## src/design/csi2_pkg.sv

```systemverilog
// shared CSI-2 types and header ECC function, imported by the packet controller
`default_nettype none

package csi2_pkg;

    // data identifier types this framer emits
    typedef enum logic [5:0] {
        DT_FRAME_START = 6'h00,
        DT_FRAME_END   = 6'h01,
        DT_RAW10       = 6'h2B
    } csi2_dt_e;

    // packet controller states
    typedef enum logic [1:0] {
        ST_IDLE,
        ST_HEADER,
        ST_PAYLOAD,
        ST_CRC
    } ctrl_state_e;

    // 6-bit hamming parity over the 24-bit packet header
    // hdr[7:0] data id, hdr[15:8] wc low, hdr[23:16] wc high
    // each mask lists the header bits covered by one parity bit
    function automatic logic [7:0] csi2_header_ecc(input logic [23:0] hdr);
        logic [5:0] p;
        // p0 covers d0-2,4,5,7,10,11,13,16,20-23
        p[0] = ^(hdr & 24'hF12CB7);
        // p1 covers d0,1,3,4,6,8,10,12,14,17,20-23
        p[1] = ^(hdr & 24'hF2555B);
        // p2 covers d0,2,3,5,6,9,11,12,15,18,20-22
        p[2] = ^(hdr & 24'h749A6D);
        // p3 covers d1-3,7-9,13-15,19-21,23
        p[3] = ^(hdr & 24'hB8E38E);
        // p4 covers d4-9,16-20,22,23
        p[4] = ^(hdr & 24'hDF03F0);
        // p5 covers d10-19,21-23
        p[5] = ^(hdr & 24'hEFFC00);
        // top two bits are reserved
        return {2'b00, p};
    endfunction

endpackage

`default_nettype wire

```

## src/design/csi2_byte_if.sv

```systemverilog
// valid/ready byte stream with a last flag, shared between framer blocks
`timescale 1ns/1ns
`default_nettype none

interface csi2_byte_if;

    logic [7:0] data;
    logic       valid;
    logic       ready;
    // marks final byte of a line or packet
    logic       last;

    // producer side
    modport source (
        output data,
        output valid,
        output last,
        input  ready
    );

    // consumer side
    modport sink (
        input  data,
        input  valid,
        input  last,
        output ready
    );

endinterface

`default_nettype wire

```

## src/design/csi2_crc16.sv

```systemverilog
// CSI-2 long packet payload CRC-16, cleared per packet and fed one byte per cycle
`timescale 1ns/1ns
`default_nettype none

module csi2_crc16 (
    input  wire logic        byte_clk,
    input  wire logic        reset_n_byte,
    input  wire logic        clear_i,
    input  wire logic        enable_i,
    input  wire logic [7:0]  data_i,
    output logic      [15:0] crc_o
);

    logic [15:0] crc_q;

    // reflected poly 0x8408, bits taken lsb first
    function automatic logic [15:0] crc_byte(input logic [15:0] crc, input logic [7:0] d);
        logic [15:0] c;
        logic        fb;
        c = crc;
        for (int i = 0; i < 8; i++) begin
            fb = c[0] ^ d[i];
            c  = c >> 1;
            if (fb) begin
                c = c ^ 16'h8408;
            end
        end
        return c;
    endfunction

    always_ff @(posedge byte_clk or negedge reset_n_byte) begin
        if (!reset_n_byte) begin
            crc_q <= 16'hFFFF;
        end else if (clear_i) begin
            crc_q <= 16'hFFFF;
        end else if (enable_i) begin
            crc_q <= crc_byte(crc_q, data_i);
        end
    end

    // no final inversion
    assign crc_o = crc_q;

endmodule

`default_nettype wire

```

## src/design/csi2_framer.sv

```systemverilog
// CSI-2 RAW10 framer top, pixels and frame events in, packet byte stream out
`timescale 1ns/1ns
`default_nettype none

module csi2_framer #(
    parameter int LINE_PIXELS = 16,
    parameter int FIFO_DEPTH  = 32
) (
    input  wire logic       byte_clk,
    input  wire logic       reset_n_byte,
    input  wire logic [1:0] vc_i,
    input  wire logic       fs_i,
    input  wire logic       fe_i,
    input  wire logic [9:0] pix_data_i,
    input  wire logic       pix_valid_i,
    input  wire logic       pix_last_i,
    output logic            pix_ready_o,
    output logic      [7:0] tx_data_o,
    output logic            tx_valid_o,
    output logic            tx_last_o,
    input  wire logic       tx_ready_i
);

    // packer to line buffer
    csi2_byte_if pix_bytes ();
    // line buffer to packet controller
    csi2_byte_if line_bytes ();

    logic        packer_idle;
    logic        lines_ready;
    logic        fifo_empty;
    logic        crc_clear;
    logic        crc_enable;
    logic [7:0]  crc_data;
    logic [15:0] crc;

    raw10_packer i_raw10_packer (
        .byte_clk     (byte_clk),
        .reset_n_byte (reset_n_byte),
        .pix_data_i   (pix_data_i),
        .pix_valid_i  (pix_valid_i),
        .pix_last_i   (pix_last_i),
        .pix_ready_o  (pix_ready_o),
        .out          (pix_bytes.source),
        .idle_o       (packer_idle)
    );

    line_fifo #(
        .FIFO_DEPTH (FIFO_DEPTH)
    ) i_line_fifo (
        .byte_clk      (byte_clk),
        .reset_n_byte  (reset_n_byte),
        .wr            (pix_bytes.sink),
        .rd            (line_bytes.source),
        .lines_ready_o (lines_ready),
        .empty_o       (fifo_empty)
    );

    csi2_crc16 i_csi2_crc16 (
        .byte_clk     (byte_clk),
        .reset_n_byte (reset_n_byte),
        .clear_i      (crc_clear),
        .enable_i     (crc_enable),
        .data_i       (crc_data),
        .crc_o        (crc)
    );

    csi2_pkt_ctrl #(
        .LINE_PIXELS (LINE_PIXELS)
    ) i_csi2_pkt_ctrl (
        .byte_clk      (byte_clk),
        .reset_n_byte  (reset_n_byte),
        .vc_i          (vc_i),
        .fs_i          (fs_i),
        .fe_i          (fe_i),
        .payload       (line_bytes.sink),
        .lines_ready_i (lines_ready),
        .fifo_empty_i  (fifo_empty),
        .packer_idle_i (packer_idle),
        .crc_clear_o   (crc_clear),
        .crc_enable_o  (crc_enable),
        .crc_data_o    (crc_data),
        .crc_i         (crc),
        .tx_data_o     (tx_data_o),
        .tx_valid_o    (tx_valid_o),
        .tx_last_o     (tx_last_o),
        .tx_ready_i    (tx_ready_i)
    );

endmodule

`default_nettype wire

```

## src/design/csi2_pkt_ctrl.sv

```systemverilog
// CSI-2 packet sequencer, builds short and long packet headers and streams payload and CRC
`timescale 1ns/1ns
`default_nettype none

module csi2_pkt_ctrl #(
    parameter int LINE_PIXELS = 16
) (
    input  wire logic        byte_clk,
    input  wire logic        reset_n_byte,
    input  wire logic [1:0]  vc_i,
    input  wire logic        fs_i,
    input  wire logic        fe_i,
    csi2_byte_if.sink        payload,
    input  wire logic        lines_ready_i,
    input  wire logic        fifo_empty_i,
    input  wire logic        packer_idle_i,
    output logic             crc_clear_o,
    output logic             crc_enable_o,
    output logic      [7:0]  crc_data_o,
    input  wire logic [15:0] crc_i,
    output logic      [7:0]  tx_data_o,
    output logic             tx_valid_o,
    output logic             tx_last_o,
    input  wire logic        tx_ready_i
);

    import csi2_pkg::*;

    // RAW10 bytes per line
    localparam logic [15:0] WORD_COUNT = 16'(LINE_PIXELS * 10 / 8);

    ctrl_state_e state;
    logic        fs_pend;
    logic        fe_pend;
    logic [15:0] frame_num;
    // header or crc byte index
    logic [1:0]  byte_idx;
    logic [15:0] pay_cnt;

    // header fields latched at packet launch
    csi2_dt_e    hdr_dt;
    logic [1:0]  hdr_vc;
    logic [15:0] hdr_word;
    logic [7:0]  hdr_di;
    logic [7:0]  hdr_ecc;

    logic launch_fs;
    logic launch_line;
    logic launch_fe;
    logic hdr_xfer;
    logic pay_xfer;
    logic crc_xfer;

    // ordering, frame start then lines then frame end once drained
    assign launch_fs   = fs_pend;
    assign launch_line = !fs_pend && lines_ready_i;
    assign launch_fe   = !fs_pend && !lines_ready_i && fe_pend && fifo_empty_i && packer_idle_i;

    assign hdr_xfer = (state == ST_HEADER) && tx_ready_i;
    assign pay_xfer = (state == ST_PAYLOAD) && payload.valid && tx_ready_i;
    assign crc_xfer = (state == ST_CRC) && tx_ready_i;

    always_ff @(posedge byte_clk or negedge reset_n_byte) begin
        if (!reset_n_byte) begin
            state     <= ST_IDLE;
            fs_pend   <= 1'b0;
            fe_pend   <= 1'b0;
            frame_num <= 16'd1;
            byte_idx  <= 2'd0;
            pay_cnt   <= 16'd0;
        end else begin
            // new events win over a clear in the same cycle
            fs_pend <= fs_i || (fs_pend && !(hdr_xfer && byte_idx == 2'd0 &&
                                            hdr_dt == DT_FRAME_START));
            fe_pend <= fe_i || (fe_pend && !(hdr_xfer && byte_idx == 2'd0 &&
                                            hdr_dt == DT_FRAME_END));
            case (state)
                ST_IDLE: begin
                    byte_idx <= 2'd0;
                    if (launch_fs || launch_line || launch_fe) begin
                        state <= ST_HEADER;
                    end
                end
                ST_HEADER: begin
                    if (hdr_xfer) begin
                        byte_idx <= byte_idx + 2'd1;
                        if (byte_idx == 2'd3) begin
                            pay_cnt <= 16'd0;
                            // short packets end at the ecc byte
                            state   <= (hdr_dt == DT_RAW10) ? ST_PAYLOAD : ST_IDLE;
                            // frame end closes the frame
                            if (hdr_dt == DT_FRAME_END) begin
                                frame_num <= frame_num + 16'd1;
                            end
                        end
                    end
                end
                ST_PAYLOAD: begin
                    if (pay_xfer) begin
                        pay_cnt <= pay_cnt + 16'd1;
                        if (pay_cnt == WORD_COUNT - 16'd1) begin
                            byte_idx <= 2'd0;
                            state    <= ST_CRC;
                        end
                    end
                end
                default: begin
                    if (crc_xfer) begin
                        byte_idx <= byte_idx + 2'd1;
                        if (byte_idx == 2'd1) begin
                            state <= ST_IDLE;
                        end
                    end
                end
            endcase
        end
    end

    // header fields, only read outside idle
    always_ff @(posedge byte_clk) begin
        if (state == ST_IDLE) begin
            hdr_vc <= vc_i;
            if (launch_fs) begin
                hdr_dt   <= DT_FRAME_START;
                hdr_word <= frame_num;
            end else if (launch_line) begin
                hdr_dt   <= DT_RAW10;
                hdr_word <= WORD_COUNT;
            end else begin
                hdr_dt   <= DT_FRAME_END;
                hdr_word <= frame_num;
            end
        end
    end

    assign hdr_di  = {hdr_vc, hdr_dt};
    assign hdr_ecc = csi2_header_ecc({hdr_word, hdr_di});

    // output mux, every source is held while tx is stalled
    always_comb begin
        case (state)
            ST_HEADER: begin
                case (byte_idx)
                    2'd0:    tx_data_o = hdr_di;
                    2'd1:    tx_data_o = hdr_word[7:0];
                    2'd2:    tx_data_o = hdr_word[15:8];
                    default: tx_data_o = hdr_ecc;
                endcase
            end
            ST_PAYLOAD: tx_data_o = payload.data;
            // crc low byte first
            ST_CRC:     tx_data_o = byte_idx[0] ? crc_i[15:8] : crc_i[7:0];
            default:    tx_data_o = 8'h00;
        endcase
    end

    assign tx_valid_o = (state == ST_HEADER) || (state == ST_CRC) ||
                        ((state == ST_PAYLOAD) && payload.valid);
    assign tx_last_o  = ((state == ST_HEADER) && byte_idx == 2'd3 && hdr_dt != DT_RAW10) ||
                        ((state == ST_CRC) && byte_idx == 2'd1);

    // payload passes straight through under tx back-pressure
    assign payload.ready = (state == ST_PAYLOAD) && tx_ready_i;

    // crc restarts as each line is launched
    assign crc_clear_o  = (state == ST_IDLE) && launch_line;
    assign crc_enable_o = pay_xfer;
    assign crc_data_o   = payload.data;

    // packer line end must land exactly on the word count
    a_line_length: assert property (@(posedge byte_clk) disable iff (!reset_n_byte)
        pay_xfer |-> (payload.last == (pay_cnt == WORD_COUNT - 16'd1)));

endmodule

`default_nettype wire

```

## src/design/line_fifo.sv

```systemverilog
// byte FIFO between packer and packet controller that counts the whole lines it holds
`timescale 1ns/1ns
`default_nettype none

module line_fifo #(
    parameter int FIFO_DEPTH = 32
) (
    input  wire logic   byte_clk,
    input  wire logic   reset_n_byte,
    csi2_byte_if.sink   wr,
    csi2_byte_if.source rd,
    output logic        lines_ready_o,
    output logic        empty_o
);

    localparam int AW = $clog2(FIFO_DEPTH);

    // entry is {last, data}
    logic [8:0]  mem [FIFO_DEPTH];
    // extra msb tells full from empty
    logic [AW:0] wr_ptr;
    logic [AW:0] rd_ptr;
    // complete lines held
    logic [AW:0] line_cnt;

    logic full;
    logic empty;
    logic wr_en;
    logic rd_en;
    logic wr_eol;
    logic rd_eol;

    assign empty = (wr_ptr == rd_ptr);
    assign full  = (wr_ptr[AW] != rd_ptr[AW]) && (wr_ptr[AW-1:0] == rd_ptr[AW-1:0]);

    assign wr.ready = !full;
    assign wr_en    = wr.valid && wr.ready;
    assign rd_en    = rd.valid && rd.ready;
    assign wr_eol   = wr_en && wr.last;
    assign rd_eol   = rd_en && rd.last;

    // head entry shows up the cycle after its write
    assign rd.valid = !empty;
    assign rd.data  = mem[rd_ptr[AW-1:0]][7:0];
    assign rd.last  = mem[rd_ptr[AW-1:0]][8];

    always_ff @(posedge byte_clk) begin
        if (wr_en) begin
            mem[wr_ptr[AW-1:0]] <= {wr.last, wr.data};
        end
    end

    always_ff @(posedge byte_clk or negedge reset_n_byte) begin
        if (!reset_n_byte) begin
            wr_ptr   <= '0;
            rd_ptr   <= '0;
            line_cnt <= '0;
        end else begin
            if (wr_en) begin
                wr_ptr <= wr_ptr + 1'b1;
            end
            if (rd_en) begin
                rd_ptr <= rd_ptr + 1'b1;
            end
            // line end in and out together leaves count alone
            if (wr_eol && !rd_eol) begin
                line_cnt <= line_cnt + 1'b1;
            end else if (rd_eol && !wr_eol) begin
                line_cnt <= line_cnt - 1'b1;
            end
        end
    end

    assign lines_ready_o = (line_cnt != '0);
    assign empty_o       = empty;

    // a full buffer always holds a whole line for the controller to drain
    a_full_holds_line: assert property (@(posedge byte_clk) disable iff (!reset_n_byte)
        full |-> (line_cnt != '0));

    // a line end leaving the buffer was counted on entry
    a_line_cnt_underflow: assert property (@(posedge byte_clk) disable iff (!reset_n_byte)
        rd_eol |-> (line_cnt != '0));

endmodule

`default_nettype wire

```

## src/design/raw10_packer.sv

```systemverilog
// packs groups of four 10-bit pixels into five RAW10 bytes for the line buffer
`timescale 1ns/1ns
`default_nettype none

module raw10_packer (
    input  wire logic        byte_clk,
    input  wire logic        reset_n_byte,
    input  wire logic [9:0]  pix_data_i,
    input  wire logic        pix_valid_i,
    input  wire logic        pix_last_i,
    output logic             pix_ready_o,
    csi2_byte_if.source      out,
    output logic             idle_o
);

    // pixels of the current group
    logic [9:0] pix_q [4];
    // pixels collected so far
    logic [1:0] pix_cnt;
    // group complete, bytes being offered
    logic       sending;
    // byte being offered, 0 to 4
    logic [2:0] byte_idx;
    // group closes a line
    logic       group_last;

    logic pix_xfer;
    logic byte_xfer;

    // no pixels taken while the group is being emitted
    assign pix_ready_o = !sending;
    assign pix_xfer    = pix_valid_i && pix_ready_o;
    assign byte_xfer   = out.valid && out.ready;

    always_ff @(posedge byte_clk or negedge reset_n_byte) begin
        if (!reset_n_byte) begin
            pix_cnt    <= 2'd0;
            sending    <= 1'b0;
            byte_idx   <= 3'd0;
            group_last <= 1'b0;
        end else begin
            if (pix_xfer) begin
                pix_cnt <= pix_cnt + 2'd1;
                // fourth pixel starts the byte sequence
                if (pix_cnt == 2'd3) begin
                    sending    <= 1'b1;
                    byte_idx   <= 3'd0;
                    group_last <= pix_last_i;
                end
            end
            if (byte_xfer) begin
                if (byte_idx == 3'd4) begin
                    sending <= 1'b0;
                end else begin
                    byte_idx <= byte_idx + 3'd1;
                end
            end
        end
    end

    // pixel store
    always_ff @(posedge byte_clk) begin
        if (pix_xfer) begin
            pix_q[pix_cnt] <= pix_data_i;
        end
    end

    // bytes 0-3 carry msbs, byte 4 packs the lsb pairs
    always_comb begin
        if (byte_idx == 3'd4) begin
            out.data = {pix_q[3][1:0], pix_q[2][1:0], pix_q[1][1:0], pix_q[0][1:0]};
        end else begin
            out.data = pix_q[byte_idx[1:0]][9:2];
        end
    end

    assign out.valid = sending;
    assign out.last  = group_last && (byte_idx == 3'd4);

    // nothing collected and nothing left to send
    assign idle_o = (pix_cnt == 2'd0) && !sending;

    // line length must be a whole number of groups
    a_last_on_fourth: assert property (@(posedge byte_clk) disable iff (!reset_n_byte)
        (pix_xfer && pix_last_i) |-> (pix_cnt == 2'd3));

endmodule

`default_nettype wire

```

## config.mk

```make
export PLATFORM = sky130hd
export DESIGN_NAME = csi2_framer
export DESIGN_NICKNAME = d
export VERILOG_FILES = /design/src/design/csi2_pkg.sv /design/src/design/csi2_byte_if.sv /design/src/design/csi2_crc16.sv /design/src/design/csi2_framer.sv /design/src/design/csi2_pkt_ctrl.sv /design/src/design/line_fifo.sv /design/src/design/raw10_packer.sv
export SDC_FILE = /design/constraint.sdc
export NUM_CORES = 1
export LEC_CHECK = 0
export BUFFER_PORTS_ARGS = -buffer_cell sky130_fd_sc_hd__buf_4
export CAP_MARGIN = 15
export CORE_MARGIN = 10
export CORE_UTILIZATION = 63
export DETAILED_ROUTE_END_ITERATION = 6
export HOLD_SLACK_MARGIN = 0.03
export PLACE_DENSITY = 0.8
export SYNTH_ARGS = -nofsm -noshare
export SYNTH_HDL_FRONTEND = slang
export SYNTH_SLANG_ARGS = --single-unit
```

## constraint.sdc

```tcl
create_clock -name byte_clk -period 5.9 [get_ports byte_clk]
set_clock_uncertainty 0.15 [all_clocks]
set_input_delay 0.295 -clock byte_clk [delete_from_list [all_inputs] [get_ports byte_clk]]
set_output_delay 0.295 -clock byte_clk [all_outputs]
set_load 0.03 [all_outputs]
```

==> results.toml <==
[run_status]
status = "complete, no violations"

[worst_setup_path]
setup.worst_path.start_class = "register"
critPathKind = "register to register"
cp_max_fo = 41
worstSetupEndpointType = "register"
arrival_ps = 4620
critical_path_required_ps = 6160

[drt]
drt_pre_antenna_iters = 5
drcViolationCount = 0
via_per_inst = 6.24
drtAntennaViolNets = 0
drt_iter0_drc = 964
wirelength_um = 37700
num_vias = 10100
wire_per_inst_um = 23.3

[clocking]
clockBufferDepth = 3
cts_tree = "yes"
cts_setup_buffers = 0
postCtsHoldBufs = 17
htree_levels = 2
clkTransAtPathRegs_ps = 60
clock_latency_ps = 540
post_cts_resize_count = 0
root_buffer = "clkbuf_16"
cts_sinks = 427
numCtsBuffers = 42

[placement]
finalWeightedCongestion = 0.865
dpl-instance-area_mm2 = 0.0191
dp_hpwl_um = 23700
port-buffer-count = 29
dp_cells = 1528

[yosys]
synthXorXnorAreaFrac_pct = 5.75
synthCells = 1151
synth-compound-area-share_pct = 5.20
async_flop_share_pct = 18.5
synth_top_family_by_area = "multiplexers"
syn_avg_cell_area_um2 = 16.3
synth_edf_count = 348
synth_cell_type_count = 66
ys_warn_count = 0
ys_seq_area_share_pct = 66.5
yosys.area_share.simple_pct = 6.16
synth_ff_type = "edfxtp_1"
synthAdderAreaFrac_pct = 1.78
synthMuxAreaShare_pct = 12.0
ys_ff_latch = 427
synth_fp_nets = 1196
syn_area_mm2 = 0.0187

[hold_path]
hold_path.class = "input pin to register"

[sta]
rsz0062_at_grt = "no"
setup_violations = 0
slew_headroom_pct = 21.5
worstMarginPinSlew_ps = 1180
drv_slew = 0
min_period_over_period_pct = 74.0
fmax_mhz = 229
tns_ps = 0
hold_violations = 0
whs_ps = 91.8
period_needed_ps = 4360

[cells_and_area]
drive_gt1_share_pct = 16.2
multiInputGateArea_mm2 = 0.00579
ff_latch_area_mm2 = 0.0125
nNetsFinal = 1244
nFillCells = 1882
syn_to_final_growth_pct = 10.1
fin_area_mm2 = 0.0206
stdcell_count = 1622
n_antenna_cell = 0

[power_and_ir_drop]
p_leak_nw = 7.30
powerDensity_mw_per_mm2 = 531
peakVddDrop_mv = 0.325

[floorplanning]
start_util_pct = 63.5
num_rows = 63
core_area_mm2 = 0.0295
die-height_um = 192
fp.dieW_um = 192
pin_count = 30
die-area_mm2 = 0.0370

[run]
drv_cap = 0

[global_route]
grt_overflow = 0
grt_antenna_before_repair = 0
grt_pass1_vias = 10200
grtUsageTotal_pct = 20.9
grt_pass1_wl_um = 59400
grt_max_degree = 69
critical path: stages, from the launching register on:
cell and delay, ps:
dfrtp_4 920, mux4_2 600, mux4_2 480, mux2_2 290, nand2_1 80, ha_1 250
inv_1 130, ha_1 310, a21o_1 180, a21oi_1 200, o21bai_1 90, a21oi_1 180
xnor2_1 140, nor2_1 70, xor2_1 150
layout by cell type, fill, tap and decap left out, types with 4 or more instances in the layout:
cell type / n
dfstp_2: 17
clkinv_1: 6
nand2b_1: 4
mux4_1: 23
buf_4: 39
inv_1: 23
nor4_1: 4
nand3b_1: 5
and3_1: 7
o21ai_0: 41
dlygate4sd3_1: 17
ha_1: 25
nor2b_1: 26
edfxtp_1: 348
clkinv_2: 10
nor3_1: 18
a21o_1: 10
clkbuf_1: 9
or3_1: 6
xor2_1: 40
o21bai_1: 4
o22ai_1: 9
nor2_1: 72
nand2_1: 52
mux4_2: 44
a21oi_1: 21
a211oi_1: 8
mux2_2: 16
a22oi_1: 4
clkbuf_16: 43
nand4_1: 6
o221ai_1: 7
dfrtp_1: 59
a221oi_1: 5
xnor2_1: 71
mux2i_1: 48
and2_1: 12
nand3_1: 20
final timing paths:
| kind | to | cells after the start | slack, ps | start |
|---|---|---|---|---|
| hold / removal | i_raw10_packer.pix_cnt[0] | 3 | 90 | pix_valid_i |
| max in group asynchronous | i_line_fifo.rd_ptr[0] | 3 | 4420 | reset_n_byte |
| min in group asynchronous | i_csi2_crc16.crc_o[12] | 2 | 190 | reset_n_byte |
| hold reg to reg | i_csi2_pkt_ctrl.frame_num[15] | 1 | 330 | i_csi2_pkt_ctrl.frame_num[15] |
| setup / recovery | i_line_fifo.line_cnt[5] | 14 | 1540 | i_line_fifo.rd_ptr[0] |
| setup reg to reg | i_line_fifo.line_cnt[5] | 14 | 1540 | i_line_fifo.rd_ptr[0] |
sequential cells by signal, summed over array words and instances, names as in the netlist, 2 cells and up, named ones only:
signal                     flops
i_line_fifo.line_cnt           6
i_csi2_pkt_ctrl.pay_cnt       16
i_csi2_pkt_ctrl.hdr_word      16
i_csi2_pkt_ctrl.frame_num     16
i_raw10_packer.byte_idx        2
i_line_fifo.rd_ptr             6
i_raw10_packer.pix_q          40
i_line_fifo.wr_ptr             6
i_csi2_pkt_ctrl.hdr_vc         2
i_line_fifo.mem              288
i_raw10_packer.pix_cnt         2
i_csi2_pkt_ctrl.byte_idx       2
i_csi2_crc16.crc_o            16
i_csi2_pkt_ctrl.hdr_dt         2
i_csi2_pkt_ctrl.state          2
synth_stat cells, drive strengths merged, types with 2 or more instances:
master / n / area [um^2]
a211o: 3 / 26.3
a211oi: 8 / 60.1
a21o: 11 / 83.8
a21oi: 21 / 105
a221oi: 7 / 73.8
a222oi: 3 / 30.0
a22o: 4 / 36.3
a22oi: 4 / 30.0
and2: 12 / 75.1
and3: 7 / 43.8
buf: 21 / 190
clkbuf: 31 / 206
dfrtp: 62 / 1550
dfstp: 17 / 447
edfxtp: 348 / 10500
ha: 25 / 313
inv: 23 / 86.3
mux2: 16 / 180
mux2i: 48 / 480
mux4: 67 / 1600
nand2: 52 / 195
nand2b: 4 / 25.0
nand3: 20 / 100
nand3b: 5 / 37.5
nand4: 6 / 37.5
nor2: 72 / 270
nor2b: 26 / 163
nor3: 19 / 100
nor4: 4 / 25.0
o2111ai: 2 / 23.8
o211ai: 2 / 15.0
o21ai: 41 / 205
o21bai: 4 / 30.0
o221ai: 7 / 61.3
o22ai: 11 / 88.8
o311ai: 2 / 35.0
o32ai: 2 / 17.5
or2: 3 / 18.8
or3: 6 / 37.5
or4: 2 / 15.0
xnor2: 74 / 671
xor2: 42 / 383
final cells by class:
| type | count | area share (%) |
|---|---|---|
| flip-flops and latches | 427 | 60.4 |
| multi-input cells | 649 | 28.1 |
| clock buffers | 52 | 5.38 |
| well taps | 390 | 2.37 |
| repair buffers | 56 | 2.25 |
| clock inverters | 25 | 1.07 |
| inverters | 23 | 0.419 |
layer usage:
metal  track usage, %  vias up  wire [um]
met4             5.28        0        757
li1                 -     4504          -
met5                0        -          0
met3             3.51       53       2660
met2             32.5      408      18200
met1             30.4     5154      16100
report_power, final:
part	internal, mW	switching (mW)	leakage [nW]
registers	4.11	0.500	4.16
clock network	1.48	1.10	0.656
logic	1.62	2.14	2.49
total	7.21	3.74	7.30
logic make-up after synthesis:
logic type | count (synthesis)
AND/OR/NAND/NOR | 239
multiplexers | 131
buffers and inverters | 75
XOR/XNOR | 117
flip-flops | 427
AO/OA/AOI/OAI | 136
adder cells (fa/ha/maj) | 26
through the flow:
stage | setup slack (ps) | utilization (%) | power (mW)
3_5_place_dp | 1560 | 64.8 | 8.40
2_1_floorplan | 1570 | - | 7.44
4_1_cts | 1520 | 69.9 | 11.0
6_report | 1540 | 69.9 | 11.0
5_1_grt | 1350 | 69.9 | 11.5
3_3_place_gp | 1610 | 64.8 | 8.29
Note: power is estimated with default switching activity, not from simulation.
